## config.mk

```make
export PLATFORM = sky130hd
export DESIGN_NAME = nibble_alu
export DESIGN_NICKNAME = d
export VERILOG_FILES = /design/src/common/isa_pkg.sv /design/src/common/core_pkg.sv /design/src/control/nibble_alu.sv
export SDC_FILE = /design/constraint.sdc
export NUM_CORES = 1
export LEC_CHECK = 0
export BUFFER_PORTS_ARGS = -buffer_cell sky130_fd_sc_hd__buf_2
export CORE_ASPECT_RATIO = 1.25
export CORE_MARGIN = 2
export CORE_UTILIZATION = 45
export DETAILED_ROUTE_END_ITERATION = 16
export PLACE_DENSITY = 0.82
export SYNTH_ARGS = -nofsm -noshare
export SYNTH_HDL_FRONTEND = slang
export SYNTH_SLANG_ARGS = --single-unit
```

## constraint.sdc

```tcl
create_clock -name clk -period 6.6 [get_ports clk]
set_input_delay 0.66 -clock clk [delete_from_list [all_inputs] [get_ports clk]]
set_output_delay 0.66 -clock clk [all_outputs]
set_load 0.05 [all_outputs]
```

## src/common/isa_pkg.sv

```systemverilog
package isa_pkg;

    localparam int XLEN    = 32;
    localparam int NIBBLES = XLEN / 4;   // alu steps per word

    // base opcodes, only the supported subset
    typedef enum logic [6:0] {
        OP_IMM = 7'b0010011,
        LOAD   = 7'b0000011,
        STORE  = 7'b0100011,
        LUI    = 7'b0110111,
        AUIPC  = 7'b0010111,
        JAL    = 7'b1101111
    } opcode_e;

    // R-type field view, other formats reuse the same bit positions
    typedef struct packed {
        logic [6:0] funct7;
        logic [4:0] rs2;
        logic [4:0] rs1;
        logic [2:0] funct3;
        logic [4:0] rd;
        logic [6:0] opcode;
    } instr_fields_t;

    function automatic logic [XLEN-1:0] imm_i(input logic [31:0] instr);
        return {{20{instr[31]}}, instr[31:20]};
    endfunction

    function automatic logic [XLEN-1:0] imm_s(input logic [31:0] instr);
        return {{20{instr[31]}}, instr[31:25], instr[11:7]};   // split around rd slot
    endfunction

    function automatic logic [XLEN-1:0] imm_u(input logic [31:0] instr);
        return {instr[31:12], 12'b0};
    endfunction

    // jump offset, bit 0 always zero
    function automatic logic [XLEN-1:0] imm_j(input logic [31:0] instr);
        return {{11{instr[31]}}, instr[31], instr[19:12], instr[20], instr[30:21], 1'b0};
    endfunction

endpackage

```

## src/common/core_pkg.sv

```systemverilog
package core_pkg;

    import isa_pkg::*;

    typedef enum logic [2:0] {
        RESET,
        INSTR_FETCH,
        DECODE,
        EXECUTE,
        MEM_ACCESS,
        WRITE_BACK,
        ERROR          // sticky until rst_n
    } state_e;

    typedef enum logic [0:0] {
        ADD,
        PASS_B         // lui, immediate copied through the nibble loop
    } alu_op_e;

    typedef struct packed {
        logic [XLEN-1:0] addr;   // byte address, word aligned
        logic [XLEN-1:0] wdata;
        logic            we;
        logic            re;
    } mem_req_t;

    typedef struct packed {
        logic [4:0]      rd;      // zero for sw
        logic [XLEN-1:0] value;
        logic [XLEN-1:0] next_pc;
    } retire_t;

endpackage

```

## src/control/nibble_alu.sv

```systemverilog
`timescale 1ns/1ps

module nibble_alu
    import isa_pkg::*;
    import core_pkg::*;
(
    input  logic            clk,
    input  logic            rst_n,
    input  logic            start,
    input  alu_op_e         op,
    input  logic [XLEN-1:0] a,
    input  logic [XLEN-1:0] b,
    output logic            done,
    output logic [XLEN-1:0] result
);

    localparam int IDX_W = $clog2(NIBBLES);

    logic             busy;
    logic [IDX_W-1:0] idx;      // nibble under work
    logic             carry;
    logic [XLEN-1:0]  shreg;    // finished nibbles enter at the top
    logic [3:0]       nib_a;
    logic [3:0]       nib_b;
    logic [4:0]       sum;
    logic [3:0]       nib_res;

    assign nib_a   = a[idx*4 +: 4];
    assign nib_b   = b[idx*4 +: 4];
    assign sum     = {1'b0, nib_a} + {1'b0, nib_b} + {4'b0, carry};
    assign nib_res = (op == PASS_B) ? nib_b : sum[3:0];

    always_ff @(posedge clk) begin
        if (!rst_n) begin
            busy  <= 1'b0;
            idx   <= '0;
            carry <= 1'b0;
        end else if (start) begin   // restart wins over a running pass
            busy  <= 1'b1;
            idx   <= '0;
            carry <= 1'b0;
        end else if (busy) begin
            idx   <= idx + 1'b1;
            carry <= (op == ADD) && sum[4];
            if (idx == IDX_W'(NIBBLES - 1)) begin
                busy <= 1'b0;
            end
        end
    end

    always_ff @(posedge clk) begin
        if (busy) begin
            shreg <= {nib_res, shreg[XLEN-1:4]};
        end
    end

    // last nibble goes straight to the output, no extra cycle
    assign done   = busy && (idx == IDX_W'(NIBBLES - 1));
    assign result = {nib_res, shreg[XLEN-1:4]};

endmodule

```

# After elaboration in Yosys (flattened, before gate mapping)
# Cells that the tools add are included.
[word_totals] regBits=37 memories=0 output_inout_bits=33 in_bits=68 latchBits=0 ramBits=0 rom_bits=0
[op_classes] muxes=4 shift=2 order_cmp=0 bitwise_logic=2 mul=0 n_div=0 eq_ne=1 n_reduce_logical=3 addsub=3
[ops] operator="$shiftx 32x6->4" count=2
[ops] operator="$add 4x4->5" count=1
[ops] operator="$add 5x1->5" count=1
[ops] operator="$mux 4" count=1
[ops] operator="$add 3x1->3 const B" count=1
[ops] operator="$eq 3x3->1 const B" count=1
[ops] operator="$mux 1" count=3
[ops] operator="$logic_and 1x1->1" count=2
[ops] operator="$not 1->1" count=2
[ops] operator="$reduce_or 2->1" count=1

# Logic depth before layout (Yosys ltp)
[logic_depth] word_depth=4 ltp_mapped=10

# Worst setup path after synthesis
# OpenSTA, ideal clock, no wires.
[synth_path] path_kind="flip-flop to output port" startpoint="register idx[0]" endpoint="output port result[30]" path_buffers=2 required_ns=5.940 arrival_ns=3.488 slack_ns=2.452 path_stages_with_launch=9 path_cell_list="dfxtp_1 buf_6 buf_6 mux4_2 mux2_2 fa_1 fa_1 xnor2_1 o21ai_0"
[synth_via] elab_chain_len=4 elab_cells_between_ends=5
[synth_rtl] item="start, declared" line="nibble_alu.sv:20" text="logic [IDX_W-1:0] idx;"
[synth_rtl] item="start signal, assigned" line="nibble_alu.sv:43" text="idx <= idx + 1'b1;"
[synth_rtl] item="$shiftx 32x6->4 (on tied branches)" line="nibble_alu.sv:28, nibble_alu.sv:29"
[synth_rtl] item="$add 4x4->5" line="nibble_alu.sv:30" text="assign sum = {1'b0, nib_a} + {1'b0, nib_b} + {4'b0, carry};"
[synth_rtl] item="$add 5x1->5" line="nibble_alu.sv:30"
[synth_rtl] item="$mux 4 *" line="nibble_alu.sv:31" text="assign nib_res = (op == PASS_B) ? nib_b : sum[3:0];"
[synth_rtl] item="end, declared" line="nibble_alu.sv:14" text="output logic [XLEN-1:0] result"
# Mark *: on every way between the ends. The rest lies on a longest branch, timed or not.

# Worst setup path after layout
# Ends and elaborated chain as after synthesis.

==> summary.txt <==
Worst setup path
  • Worst Setup End Kind: output pin
  • CP Class: flop to output pin
  • Delay-heaviest family, CP: flip-flops
  • WP buf/inv: 1
  • CP max FO: 18
  • Crit path DAT: 3.66 ns
  • Critical Path RT: 5.94 ns
  • Crit-path most repeated cell: fa_1
  • Crit-path cells: mux4_1, mux2_2, fa_1, fa_1, xnor2_1, o21ai_0, buf_2
  • CP Launch Type: flop
  • Slowest stage delay, CP: 0.96 ns
  • Critical path's slowest cell: dfxtp_1

Finish
  • Area taken by multi-input logic gates: 747 um2
  • Fin util: 0.626
  • Area growth, synth to finish: 34.8%
  • Final Cell Area: 0.00233 mm2
  • Layout cells sized above 1: 0.633
  • Sequential cell area: 941 um2
  • Final nets: 273
  • Final-layout fill cell count: 310
  • Diode count: 0

Clocking
  • Worst-Skew Late Latency: 0.27 ns
  • CTS Buffer Depth: 2
  • Clock Pin Slew Worst Setup and Hold Paths: 0.06 ns
  • CTS tree: built
  • H-Tree Depth: 2
  • CTS Root Cell: clkbuf_8
  • Hold_buf cts: 0
  • CTS Buf Count: 5
  • Post_cts resized: 0
  • Sink Count: 33
  • Postcts setup bufs: 0

Floorplanning
  • Initial Utilization: 0.465
  • Core Box Area: 0.00372 mm2
  • Die extent in x: 59.4 um
  • I/O pins: 101
  • Cell Rows: 25
  • Die height: 73.3 um
  • Die area: 0.00436 mm2

GRT
  • Overflow after GRT: 0
  • Pin count of the biggest net entering global routing: 35
  • Initial antenna violation count: 0
  • Total track usage: 0.159
  • Global-route wire length before repair: 5.13 mm
  • Vias in the first global route: 1276

Timing
  • Unrepaired setup endpoints after global routing: no
  • Final setup fails: 0
  • Final Skew: 0.00547 ns
  • Worst Max-Slew Pin Slew: 0.973 ns
  • Max Fclk: 0.232 GHz
  • Max-slew violations: 0
  • Tcrit/Tclk final: 0.654
  • Endpoints failing hold: 0
  • Fin crit period: 4.32 ns
  • Setup_tns: 0 ns
  • Max transition margin: 0.351

Logic synthesis
  • Syn Nets: 170
  • Commonest cells post-synth: edfxtp_1 (28), mux2_2 (10), mux4_2 (9)
  • Area leader, netlist: edfxtp_1
  • Number of synthesized register bits: 33
  • Synthesis Warnings: 0
  • Post-Syn Area: 0.00173 mm2
  • Primary FF master, synth: edfxtp_1
  • Top cell type's share of synthesized area: 0.486
  • Cells after synthesis: 95
  • Post-synthesis sequential area ratio: 0.544
  • Asr flop ratio synth: 0
  • Cell variety after synth: 25
  • Most frequent cell after synthesis: edfxtp_1
  • Synth area leaders: edfxtp_1 (49%), mux4_2 (12%), mux4_1 (11%)
  • Post-synth EDFFs: 28
  • Avg Inst Size Synth: 18.2 um2

Power and ir drop
  • Pwr per Cell Area: 222 mW/mm2
  • Peak VDD IR: 94.4 uV
  • LEAKAGE: 1.01 nW

Detailed routing
  • Antenna Nets Post-Route: 0
  • Routed WL: 3.32 mm
  • Via count: 1281
  • DRT Pass-1 Iters: 6
  • Initial DRC Count: 36
  • Via density: 5.36
  • Avg WL per Cell: 13.9 um
  • Drt drc: 0

Place
  • GPL Wtd Cong: 0.751
  • DP Wirelength: 2.68 mm
  • IO Port Bufs: 100
  • DP Area: 0.00225 mm2

Run
  • MaxCap Viol Count: 0

Min path
  • Worst min path class: flop to flop

Run status
  • Status: completed
-- sequential cells by signal, indices dropped and copies added, names as in the netlist --
register and flops:
shreg 28, carry 1, idx 3, busy 1
-- layout by cell type (no fill, tap or decap), drive strengths merged, types with 2 or more instances in the layout --
cell	n
a21o	2
a21oi	2
buf	101
clkbuf	5
clkinv	3
dfxtp	5
edfxtp	28
fa	2
ha	5
mux2	10
mux2i	2
mux4	16
nand2	2
nand2b	2
nor2	3
nor2b	2
o21ai	2
xnor2	2
-- worst register-to-register path, cell delays in order (launching register included) --
cell	delay (ns)
dfxtp_1	0.96
mux4_1	0.64
mux2_2	0.30
fa_1	0.40
fa_1	0.42
a21o_1	0.17
a21oi_1	0.13
o22ai_1	0.09
nor2b_1	0.14
-- path summary, 6_finish.rpt --
check | cells past startpoint | slack [ns] | to | from
min reg2reg | 0 | 0.44 | shreg[23] | shreg[27]
min | 0 | 0.44 | shreg[23] | shreg[27]
max | 7 | 2.28 | result[30] | idx[0]
max reg2reg | 8 | 3.24 | carry | idx[0]
-- final cells by class --
class,count,share of cell area
inverter,1,0.00161
tap,40,0.0215
timing repair buffer,101,0.218
sequential,33,0.404
clock inverter,3,0.00537
clock buffer,5,0.0295
multi-input combinational,56,0.320
-- metal layers --
metal | part of all wire | global-route usage | routed length [um]
met1 | 0.34 | 0.159 | 1140
met5 | 0 | 0 | 0
met4 | 0.010 | 0.0732 | 34
met3 | 0.095 | 0.0370 | 315
met2 | 0.55 | 0.299 | 1830
-- kinds of logic after synthesis --
| logic type | share of synthesized area |
|---|---|
| AOI/OAI and AO/OA | 0.0282 |
| xor gates and xnor gates | 0.0152 |
| adders and majority gates | 0.0593 |
| buffers and inverters | 0.0239 |
| DFF | 0.544 |
| muxes | 0.300 |
| and+or+nand+nor | 0.0289 |
-- report_power, final --
| group | total [mW] | internal, mW | leakage (nW) | switching (mW) |
|---|---|---|---|---|
| clock network | 0.135 | 0.0708 | 0.0430 | 0.0643 |
| registers | 0.250 | 0.242 | 0.308 | 0.00734 |
| logic | 0.134 | 0.0497 | 0.664 | 0.0838 |
-- stage by stage --
step,hold WS [ns],worst slack [ns],instances,power (mW)
2_1_floorplan,0.575,2.45,95,0.349
3_3_place_gp,0.425,2.59,231,0.386
3_5_place_dp,0.426,2.53,231,0.389
4_1_cts,0.442,2.23,239,0.524
5_1_grt,0.462,2.01,239,0.542
6_report,0.442,2.28,239,0.518
Note: power is estimated with default switching activity, not from simulation.
