## src/common/isa_pkg.sv

```systemverilog
package isa_pkg;

    localparam int XLEN    = 32;
    localparam int NIBBLES = XLEN / 4;   // alu steps per word

    // base opcodes, only the supported subset
    typedef enum logic [6:0] {
        OP_IMM = 7'b0010011,
        LOAD   = 7'b0000011,
        STORE  = 7'b0100011,
        LUI    = 7'b0110111,
        AUIPC  = 7'b0010111,
        JAL    = 7'b1101111
    } opcode_e;

    // R-type field view, other formats reuse the same bit positions
    typedef struct packed {
        logic [6:0] funct7;
        logic [4:0] rs2;
        logic [4:0] rs1;
        logic [2:0] funct3;
        logic [4:0] rd;
        logic [6:0] opcode;
    } instr_fields_t;

    function automatic logic [XLEN-1:0] imm_i(input logic [31:0] instr);
        return {{20{instr[31]}}, instr[31:20]};
    endfunction

    function automatic logic [XLEN-1:0] imm_s(input logic [31:0] instr);
        return {{20{instr[31]}}, instr[31:25], instr[11:7]};   // split around rd slot
    endfunction

    function automatic logic [XLEN-1:0] imm_u(input logic [31:0] instr);
        return {instr[31:12], 12'b0};
    endfunction

    // jump offset, bit 0 always zero
    function automatic logic [XLEN-1:0] imm_j(input logic [31:0] instr);
        return {{11{instr[31]}}, instr[31], instr[19:12], instr[20], instr[30:21], 1'b0};
    endfunction

endpackage

```

## src/common/core_pkg.sv

```systemverilog
package core_pkg;

    import isa_pkg::*;

    typedef enum logic [2:0] {
        RESET,
        INSTR_FETCH,
        DECODE,
        EXECUTE,
        MEM_ACCESS,
        WRITE_BACK,
        ERROR          // sticky until rst_n
    } state_e;

    typedef enum logic [0:0] {
        ADD,
        PASS_B         // lui, immediate copied through the nibble loop
    } alu_op_e;

    typedef struct packed {
        logic [XLEN-1:0] addr;   // byte address, word aligned
        logic [XLEN-1:0] wdata;
        logic            we;
        logic            re;
    } mem_req_t;

    typedef struct packed {
        logic [4:0]      rd;      // zero for sw
        logic [XLEN-1:0] value;
        logic [XLEN-1:0] next_pc;
    } retire_t;

endpackage

```

## src/control/control.sv

```systemverilog
`timescale 1ns/1ps

module control
    import isa_pkg::*;
    import core_pkg::*;
#(
    parameter logic [XLEN-1:0] START_ADDR = 32'h0000_0100,
    parameter int              MEM_BYTES  = 1024
) (
    input  logic            clk,
    input  logic            rst_n,
    input  logic            run,
    output mem_req_t        mem_req,
    input  logic [XLEN-1:0] mem_rdata,
    output logic [4:0]      rs1,
    output logic [4:0]      rs2,
    input  logic [XLEN-1:0] rd1,
    input  logic [XLEN-1:0] rd2,
    output logic            rf_we,
    output logic [4:0]      rf_waddr,
    output logic [XLEN-1:0] rf_wdata,
    output logic            alu_start,
    output alu_op_e         alu_op,
    output logic [XLEN-1:0] op_a,
    output logic [XLEN-1:0] op_b,
    input  logic            alu_done,
    input  logic [XLEN-1:0] alu_result,
    output logic            retire,
    output retire_t         retire_info,
    output logic            error,
    output logic [XLEN-1:0] pc
);

    state_e          state;
    state_e          state_nxt;
    instr_fields_t   ir;
    instr_fields_t   instr;        // live view, straight from ram during decode
    logic [XLEN-1:0] imm;
    logic [XLEN-1:0] alu_q;        // address for lw/sw, result otherwise
    logic [XLEN-1:0] jal_target;
    logic [XLEN-1:0] next_pc;
    logic            link_pass;    // second jal pass, pc + 4
    logic            opcode_ok;
    logic            is_load;
    logic            is_store;
    logic            is_jal;

    // word aligned and fully inside the ram
    function automatic logic addr_ok(input logic [XLEN-1:0] addr);
        return (addr[1:0] == 2'b00) && (addr <= XLEN'(MEM_BYTES - 4));
    endfunction

    assign instr    = (state == DECODE) ? instr_fields_t'(mem_rdata) : ir;
    assign is_load  = (instr.opcode == LOAD);
    assign is_store = (instr.opcode == STORE);
    assign is_jal   = (instr.opcode == JAL);
    assign rs1      = instr.rs1;
    assign rs2      = instr.rs2;   // sw data

    always_comb begin
        imm       = '0;
        opcode_ok = 1'b0;
        case (instr.opcode)
            OP_IMM: begin
                imm       = imm_i(instr);
                opcode_ok = (instr.funct3 == 3'b000);   // addi only
            end
            LOAD: begin
                imm       = imm_i(instr);
                opcode_ok = (instr.funct3 == 3'b010);   // word access only
            end
            STORE: begin
                imm       = imm_s(instr);
                opcode_ok = (instr.funct3 == 3'b010);
            end
            LUI, AUIPC: begin
                imm       = imm_u(instr);
                opcode_ok = 1'b1;
            end
            JAL: begin
                imm       = imm_j(instr);
                opcode_ok = 1'b1;
            end
            default: ;
        endcase
    end

    // operand steering, levels stay put while the alu loops
    always_comb begin
        alu_op = ADD;
        op_a   = rd1;   // addi, lw, sw base
        op_b   = imm;
        case (instr.opcode)
            LUI:   alu_op = PASS_B;
            AUIPC: op_a = pc;
            JAL: begin
                op_a = pc;
                if (link_pass) begin
                    op_b = XLEN'(4);
                end
            end
            default: ;
        endcase
    end

    assign alu_start = ((state == DECODE) && opcode_ok) ||
                       ((state == EXECUTE) && alu_done && is_jal && !link_pass);

    always_comb begin
        state_nxt = state;
        case (state)
            RESET:       if (run) state_nxt = INSTR_FETCH;
            INSTR_FETCH: state_nxt = addr_ok(pc) ? DECODE : ERROR;
            DECODE:      state_nxt = opcode_ok ? EXECUTE : ERROR;
            EXECUTE: begin
                if (alu_done) begin
                    if (is_load || is_store) begin
                        state_nxt = addr_ok(alu_result) ? MEM_ACCESS : ERROR;
                    end else if (!(is_jal && !link_pass)) begin   // jal loops once more
                        state_nxt = WRITE_BACK;
                    end
                end
            end
            MEM_ACCESS:  state_nxt = WRITE_BACK;
            WRITE_BACK:  state_nxt = INSTR_FETCH;
            default:     state_nxt = ERROR;
        endcase
        if (!run && state != ERROR) begin   // drop whatever is in flight
            state_nxt = RESET;
        end
    end

    always_ff @(posedge clk) begin
        if (!rst_n) begin
            state     <= RESET;
            pc        <= START_ADDR;
            link_pass <= 1'b0;
        end else begin
            state <= state_nxt;
            if (state == RESET) begin
                pc <= START_ADDR;   // every run starts over
            end else if (state == WRITE_BACK) begin
                pc <= next_pc;
            end
            if (state == DECODE) begin
                link_pass <= 1'b0;
            end else if (state == EXECUTE && alu_done && is_jal) begin
                link_pass <= 1'b1;
            end
        end
    end

    always_ff @(posedge clk) begin
        if (state == DECODE) begin
            ir <= instr_fields_t'(mem_rdata);
        end
        if (state == EXECUTE && alu_done) begin
            if (is_jal && !link_pass) begin
                jal_target <= alu_result;
            end else begin
                alu_q <= alu_result;
            end
        end
    end

    // sequential step, jal takes its computed target
    assign next_pc = is_jal ? jal_target : pc + XLEN'(4);

    assign mem_req.addr  = (state == INSTR_FETCH) ? pc : alu_q;
    assign mem_req.wdata = rd2;
    assign mem_req.we    = (state == MEM_ACCESS) && is_store;
    assign mem_req.re    = (state == INSTR_FETCH) || ((state == MEM_ACCESS) && is_load);

    // lw data arrives from ram in writeback
    assign rf_we    = (state == WRITE_BACK) && !is_store;
    assign rf_waddr = ir.rd;
    assign rf_wdata = is_load ? mem_rdata : alu_q;

    assign retire      = (state == WRITE_BACK);
    assign retire_info = '{rd:      is_store ? 5'd0 : ir.rd,
                           value:   is_store ? rd2 : rf_wdata,
                           next_pc: next_pc};
    assign error       = (state == ERROR);

endmodule

```

## config.mk

```make
export PLATFORM = sky130hd
export DESIGN_NAME = control
export DESIGN_NICKNAME = d
export VERILOG_FILES = /design/src/common/isa_pkg.sv /design/src/common/core_pkg.sv /design/src/control/control.sv
export SDC_FILE = /design/constraint.sdc
export NUM_CORES = 1
export LEC_CHECK = 0
export ABC_AREA = 1
export BUFFER_PORTS_ARGS = -buffer_cell sky130_fd_sc_hd__buf_2
export CAP_MARGIN = 20
export CORE_AREA = 2 2 161 163
export CTS_CLUSTER_DIAMETER = 30
export DETAILED_ROUTE_END_ITERATION = 7
export DIE_AREA = 0 0 163 165
export PLACE_DENSITY = 0.64
export SYNTH_ARGS = -nofsm -noshare
export SYNTH_HDL_FRONTEND = slang
export SYNTH_SLANG_ARGS = --single-unit
```

## constraint.sdc

```tcl
create_clock -name clk -period 4.3 [get_ports clk]
set_clock_uncertainty 0.15 [all_clocks]
set_input_delay 0.215 -clock clk [delete_from_list [all_inputs] [get_ports clk]]
set_output_delay 0.215 -clock clk [all_outputs]
set_load 0.05 [all_outputs]
```

Yosys cells after proc, flatten, opt, wreduce, memory -nomap -nowiden
Index checks and enable logic that the tools add are counted.

Flip-flop bits (word level): 132. Input port bits: 132. Output and inout bits: 283.

Magnitude comparators: 2. Add/subtract/negate cells: 1. Bitwise gates (word level): 2. Equality and inequality tests: 17. Reductions and logical operators: 32. Muxes and demuxes: 20.

Operators by type and width (number): $mux 32 (8); $pmux 32 s4 (1); $le 32x10->1 const B (2); $add 32x3->32 const B (1); $mux 3 (6); $pmux 3 s6 (1); $eq 7x5->1 const B (2); $eq 7x6->1 const B (2); $reduce_or 2->1 (7); $logic_and 1x1->1 (11); $eq 3x2->1 const B (3); $eq 3x3->1 const B (3); $eq 7x2->1 const B (1); $eq 7x7->1 const B (1); $logic_not 3->1 (2); $ne 3x3->1 const B (2); $mux 5 (1); $logic_not 2->1 (2); $ne 2x2->1 const B (2); $reduce_and 2->1 (2); $eq 3x1->1 const B (1); $logic_not 1->1 (3); $logic_or 1x1->1 (3); $pmux 1 s3 (1); 5 further kinds (6).

Depth between registers and ports, before layout
Depth in word-level cells: 8. Mapped depth: 14. Depth with buffers taken out: 14.

Worst setup path before layout
OpenSTA, ideal clock, no wires.

Path kind: register to register. Start: reg state[2]. End: reg jal_target[0], enable pin. Stages on the path, launching flop included: 12. Buffers on the path: 2. Setup slack: 887 ps. Data arrival time: 2842 ps. Period minus slack after synthesis: 3413 ps. Setup time: 421 ps. Path through: dfxtp_1 > nor2_4 > buf_6 > nand3_2 > nand2_2 > nand2_1 > nor2_1 > nand2_2 > inv_2 > buf_4 > nand2_1 > nor2_1.

RTL lines: start, declared (RTL line control.sv:34) `state_e state;`; start signal, assigned (RTL line control.sv:139) `state <= state_nxt;`; end signal, assigned (RTL line control.sv:159) `jal_target <= alu_result;`; end, declared (RTL line control.sv:40) `logic [XLEN-1:0] jal_target;`.

Worst setup path in the final report
Start: reg state[2]. End: out op_b[30].

Cells in the longest elaborated chain, start to end: 7.

Ends and longest elaborated chain: $eq 3x2->1 (*) (RTL line control.sv:53) `assign instr = (state == DECODE) ? instr_fields_t'(mem_rdata) : ir;`; $mux 32 (*); $eq 7x5->1, or another cell as far along (RTL line control.sv:63) `case (instr.opcode)`; $reduce_or 2->1 (on tied branches); $pmux 32 s4 (RTL line control.sv:63); $mux 32 (RTL line control.sv:98) `if (link_pass) begin`; $mux 32 (*) (RTL line control.sv:93) `case (instr.opcode)`; end, declared (RTL line control.sv:25) `output logic [XLEN-1:0] op_b,`.

Mark *: on every way between the ends. The rest lies on a longest branch, timed or not.

==> reports/metrics.yaml <==
setup_path:
  worstSetupStartpointType: "register"
  critPathMostFrequentCell: "nor2_1"
  worst_setup_path_end_kind: "output port"
  crit_fanout: 35
  crit_type: "reg -> out"
  cp_slowest_cell: "nor2_1"
  cp.arrival_ns: 3.56
  max_stage_delay_ns: 0.72
  crit_path_cell_trace: "nor2_4, nand2_4, buf_4, inv_1, or2_0, o21ai_0, nor2_1, a211oi_1, nor2_1, buf_2"
  cp_data_required_time_ns: 3.93
clock_network:
  clock_latency_ns: 0.42
  cts_max_level: 4
  path_clk_slew_ns: 0.06
  cts_sinks: 132
  cts.path.max_buffers: 2
  cts_buffers: 17
  cts-root-buf: "clkbuf_16"
  cts_tree: "yes"
synth:
  ys.flop_type: "dfxtp_1"
  yosysSeqAreaShare: 0.404
  ys_warn_count: 0
  yosys-top-cells-area: "edfxtp_1 (24%), dfxtp_1 (17%), nand2_1 (14%)"
  ys_seq_elements: 132
  synth_commonest_cells: "nand2_1 (294), inv_1 (129), nor2_1 (124)"
  synth.distinct_cells: 41
  yosysTopAreaCell: "edfxtp_1"
  syn_nets: 1281
  ys_async_sr_fraction: 0
  synth_compound_area_frac: 0.163
  synth_top_area_frac: 0.236
  synth_fa_ha_area_frac: 0.00154
  synth-simple-area-share: 0.261
  synth_xor_area_frac: 0.0226
  synthCells: 1148
  synth_mux_area_frac: 0.00646
  synth_top_family_by_area: "simple AND/OR/NAND/NOR gates"
  avgSynthCellArea_um2: 7.09
  synth_edf_count: 64
  yosysMostFrequentCell: "nand2_1"
  syn-cell-area_mm2: 0.00813
placement:
  place_congestion: 0.884
  io_buffers: 414
  place_inst: 1803
  hpwl_um: 27200
  pre_cts_slack_ns: 0.633
drt:
  vias_per_cell: 4.90
  wirelength_um: 34800
  ant_nets: 0
  dr.first_iter.drc_count: 714
  drc: 0
  wl_per_cell_um: 18.5
  dr.pass1.iters: 5
  route.vias.total: 9187
sta:
  setup_viol: 0
  min_period_over_period: 0.914
  fmaxAchievable_mhz: 255
  setup_tns_ns: 0
  slew_violations: 0
  rsz0062_at_grt: "no"
  slew-limit-headroom: 0.330
  worstMarginPinSlew_ns: 1.00
  hold_viol: 0
  fin_ws_ns: 0.371
  period_needed_ns: 3.93
power:
  p_per_area_mw_per_mm2: 393
  switchingPower_mw: 1.70
  vdd_drop_max_mv: 0.227
  seqPwrFrac: 0.339
  internal_power_mw: 2.68
  clkPwrFrac: 0.346
  swShare: 0.388
  power_mw: 4.37
  power_leakage_nw: 5.64
  combPwrFrac: 0.316
final_layout:
  n_fill_cell: 2610
  num-nets-final: 1665
  final_layout_size_suffix_gt1_frac: 0.316
  synthToLayoutAreaGrowth_pct: 36.8
  fin_cells: 1876
floorplanning:
  die_width_um: 163
  die_area_mm2: 0.0269
  fp.dieH_um: 165
  ios: 415
  rows: 58
  coreArea_mm2: 0.0250
  initial_core_util: 0.325
hold_path:
  worst_hold_path_type: "in -> reg"
grt:
  grt_max_degree: 65
  gr-usage-all-layers: 0.246
  overflow: 0
  grt_pass1_vias: 8230
  antenna_found_initial: 2
  grt_pass1_wl_um: 49200
job:
  drv_cap: 0
outcome:
  outcome: "completed"
## power by group through the flow
| stage | sequential, mW | clock, mW | combinational (mW) |
|---|---|---|---|
| finish | 1.48 | 1.51 | 1.38 |
| floorplan | 1.49 | 0 | 1.09 |
| global route | 1.49 | 1.59 | 1.48 |
| CTS | 1.48 | 1.54 | 1.38 |
| global placement | 1.50 | 0 | 1.33 |
| detailed placement | 1.51 | 0 | 1.34 |
## cell families (layout without fill, tap and decap cells)
logic type / after synthesis / count (layout)
DFF: 132 / 132
buffers and inverters: 235 / 632
muxes: 5 / 5
AOI/OAI and AO/OA: 240 / 240
and+or+nand+nor: 514 / 514
xor gates and xnor gates: 21 / 21
other: 0 / 1
adders and majority gates: 1 / 1
## sequential cells by signal (all words and copies together), names as in the netlist
register / count
pc: 32
alu_q: 32
rf_waddr: 5
state: 3
jal_target: 32
link_pass: 1
ir: 27
## routing by layer
metal / track usage / routed length [um] / vias to the layer above
met1: 0.323 / 14800 / 4195
met5: 0 / 0 / -
met2: 0.420 / 16700 / 483
met4: 0.0668 / 677 / 0
met3: 0.0414 / 2570 / 38
li1: - / - / 4471
## repair_timing
action,4_1_cts,5_1_grt
resized for setup,0,1
buffers inserted,0,0
hold buffers,40,0
hold endpoints to repair,74,0
endpoints found under the setup margin,0,24
## critical path: cells and delay by family (launching register included)
| family | cells | cell delay (ns) |
|---|---|---|
| and+or+nand+nor | 5 | 1.60 |
| DFF | 1 | 0.38 |
| AOI/OAI and AO/OA | 2 | 0.37 |
| buffers and inverters | 3 | 0.78 |
## area by class of cell
class                      count  area, um^2  area share
multi-input combinational    781        3720       0.334
antenna                        1        2.50    0.000225
tap                          330         413      0.0371
sequential                   132        3280       0.295
clock inverter                13         173      0.0155
inverter                     133         499      0.0449
timing repair buffer         467        2610       0.234
clock buffer                  19         433      0.0389
## final timing paths
| path | start | end | slack (ns) | cells past startpoint |
|---|---|---|---|---|
| max | state[2] | op_b[30] | 0.37 | 10 |
| min | mem_rdata[20] | ir[20] | 0.03 | 3 |
| max reg2reg | state[2] | alu_q[3] | 1.19 | 11 |
| min reg2reg | ir[0] | ir[0] | 0.29 | 2 |
## stage by stage
step | cell area [um^2] | hold slack [ns] | util
3_3_place_gp | 10100 | 0.258 | 0.403
2_1_floorplan | 8130 | 0.164 | -
3_5_place_dp | 10100 | 0.261 | 0.404
4_1_cts | 11100 | 0.00422 | 0.444
5_1_grt | 11100 | 0.0291 | 0.445
6_report | 11100 | 0.0338 | 0.445
## cell usage in the layout (no fill, tap or decap), types with 3 or more instances in the layout
master           n
nand4_1         13
nor2_1         123
nor2_4           3
inv_1          128
buf_4           12
buf_2          413
xor2_1          20
a31oi_1         13
a21oi_1         76
o21ai_1         14
bufinv_16        3
edfxtp_1        64
dlygate4sd3_1   40
nand2_2          4
o21a_1           6
inv_6            5
dfxtp_1         68
inv_2            3
nand3_1         37
a22oi_1          4
clkbuf_16       17
nor3_1          23
o21ai_2         10
mux2i_1          3
a211oi_1        12
nand2_1        293
nand3_2          4
o21ai_0        102
clkinv_4         3
nor4_1           7
Note: power is estimated with default switching activity, not from simulation.
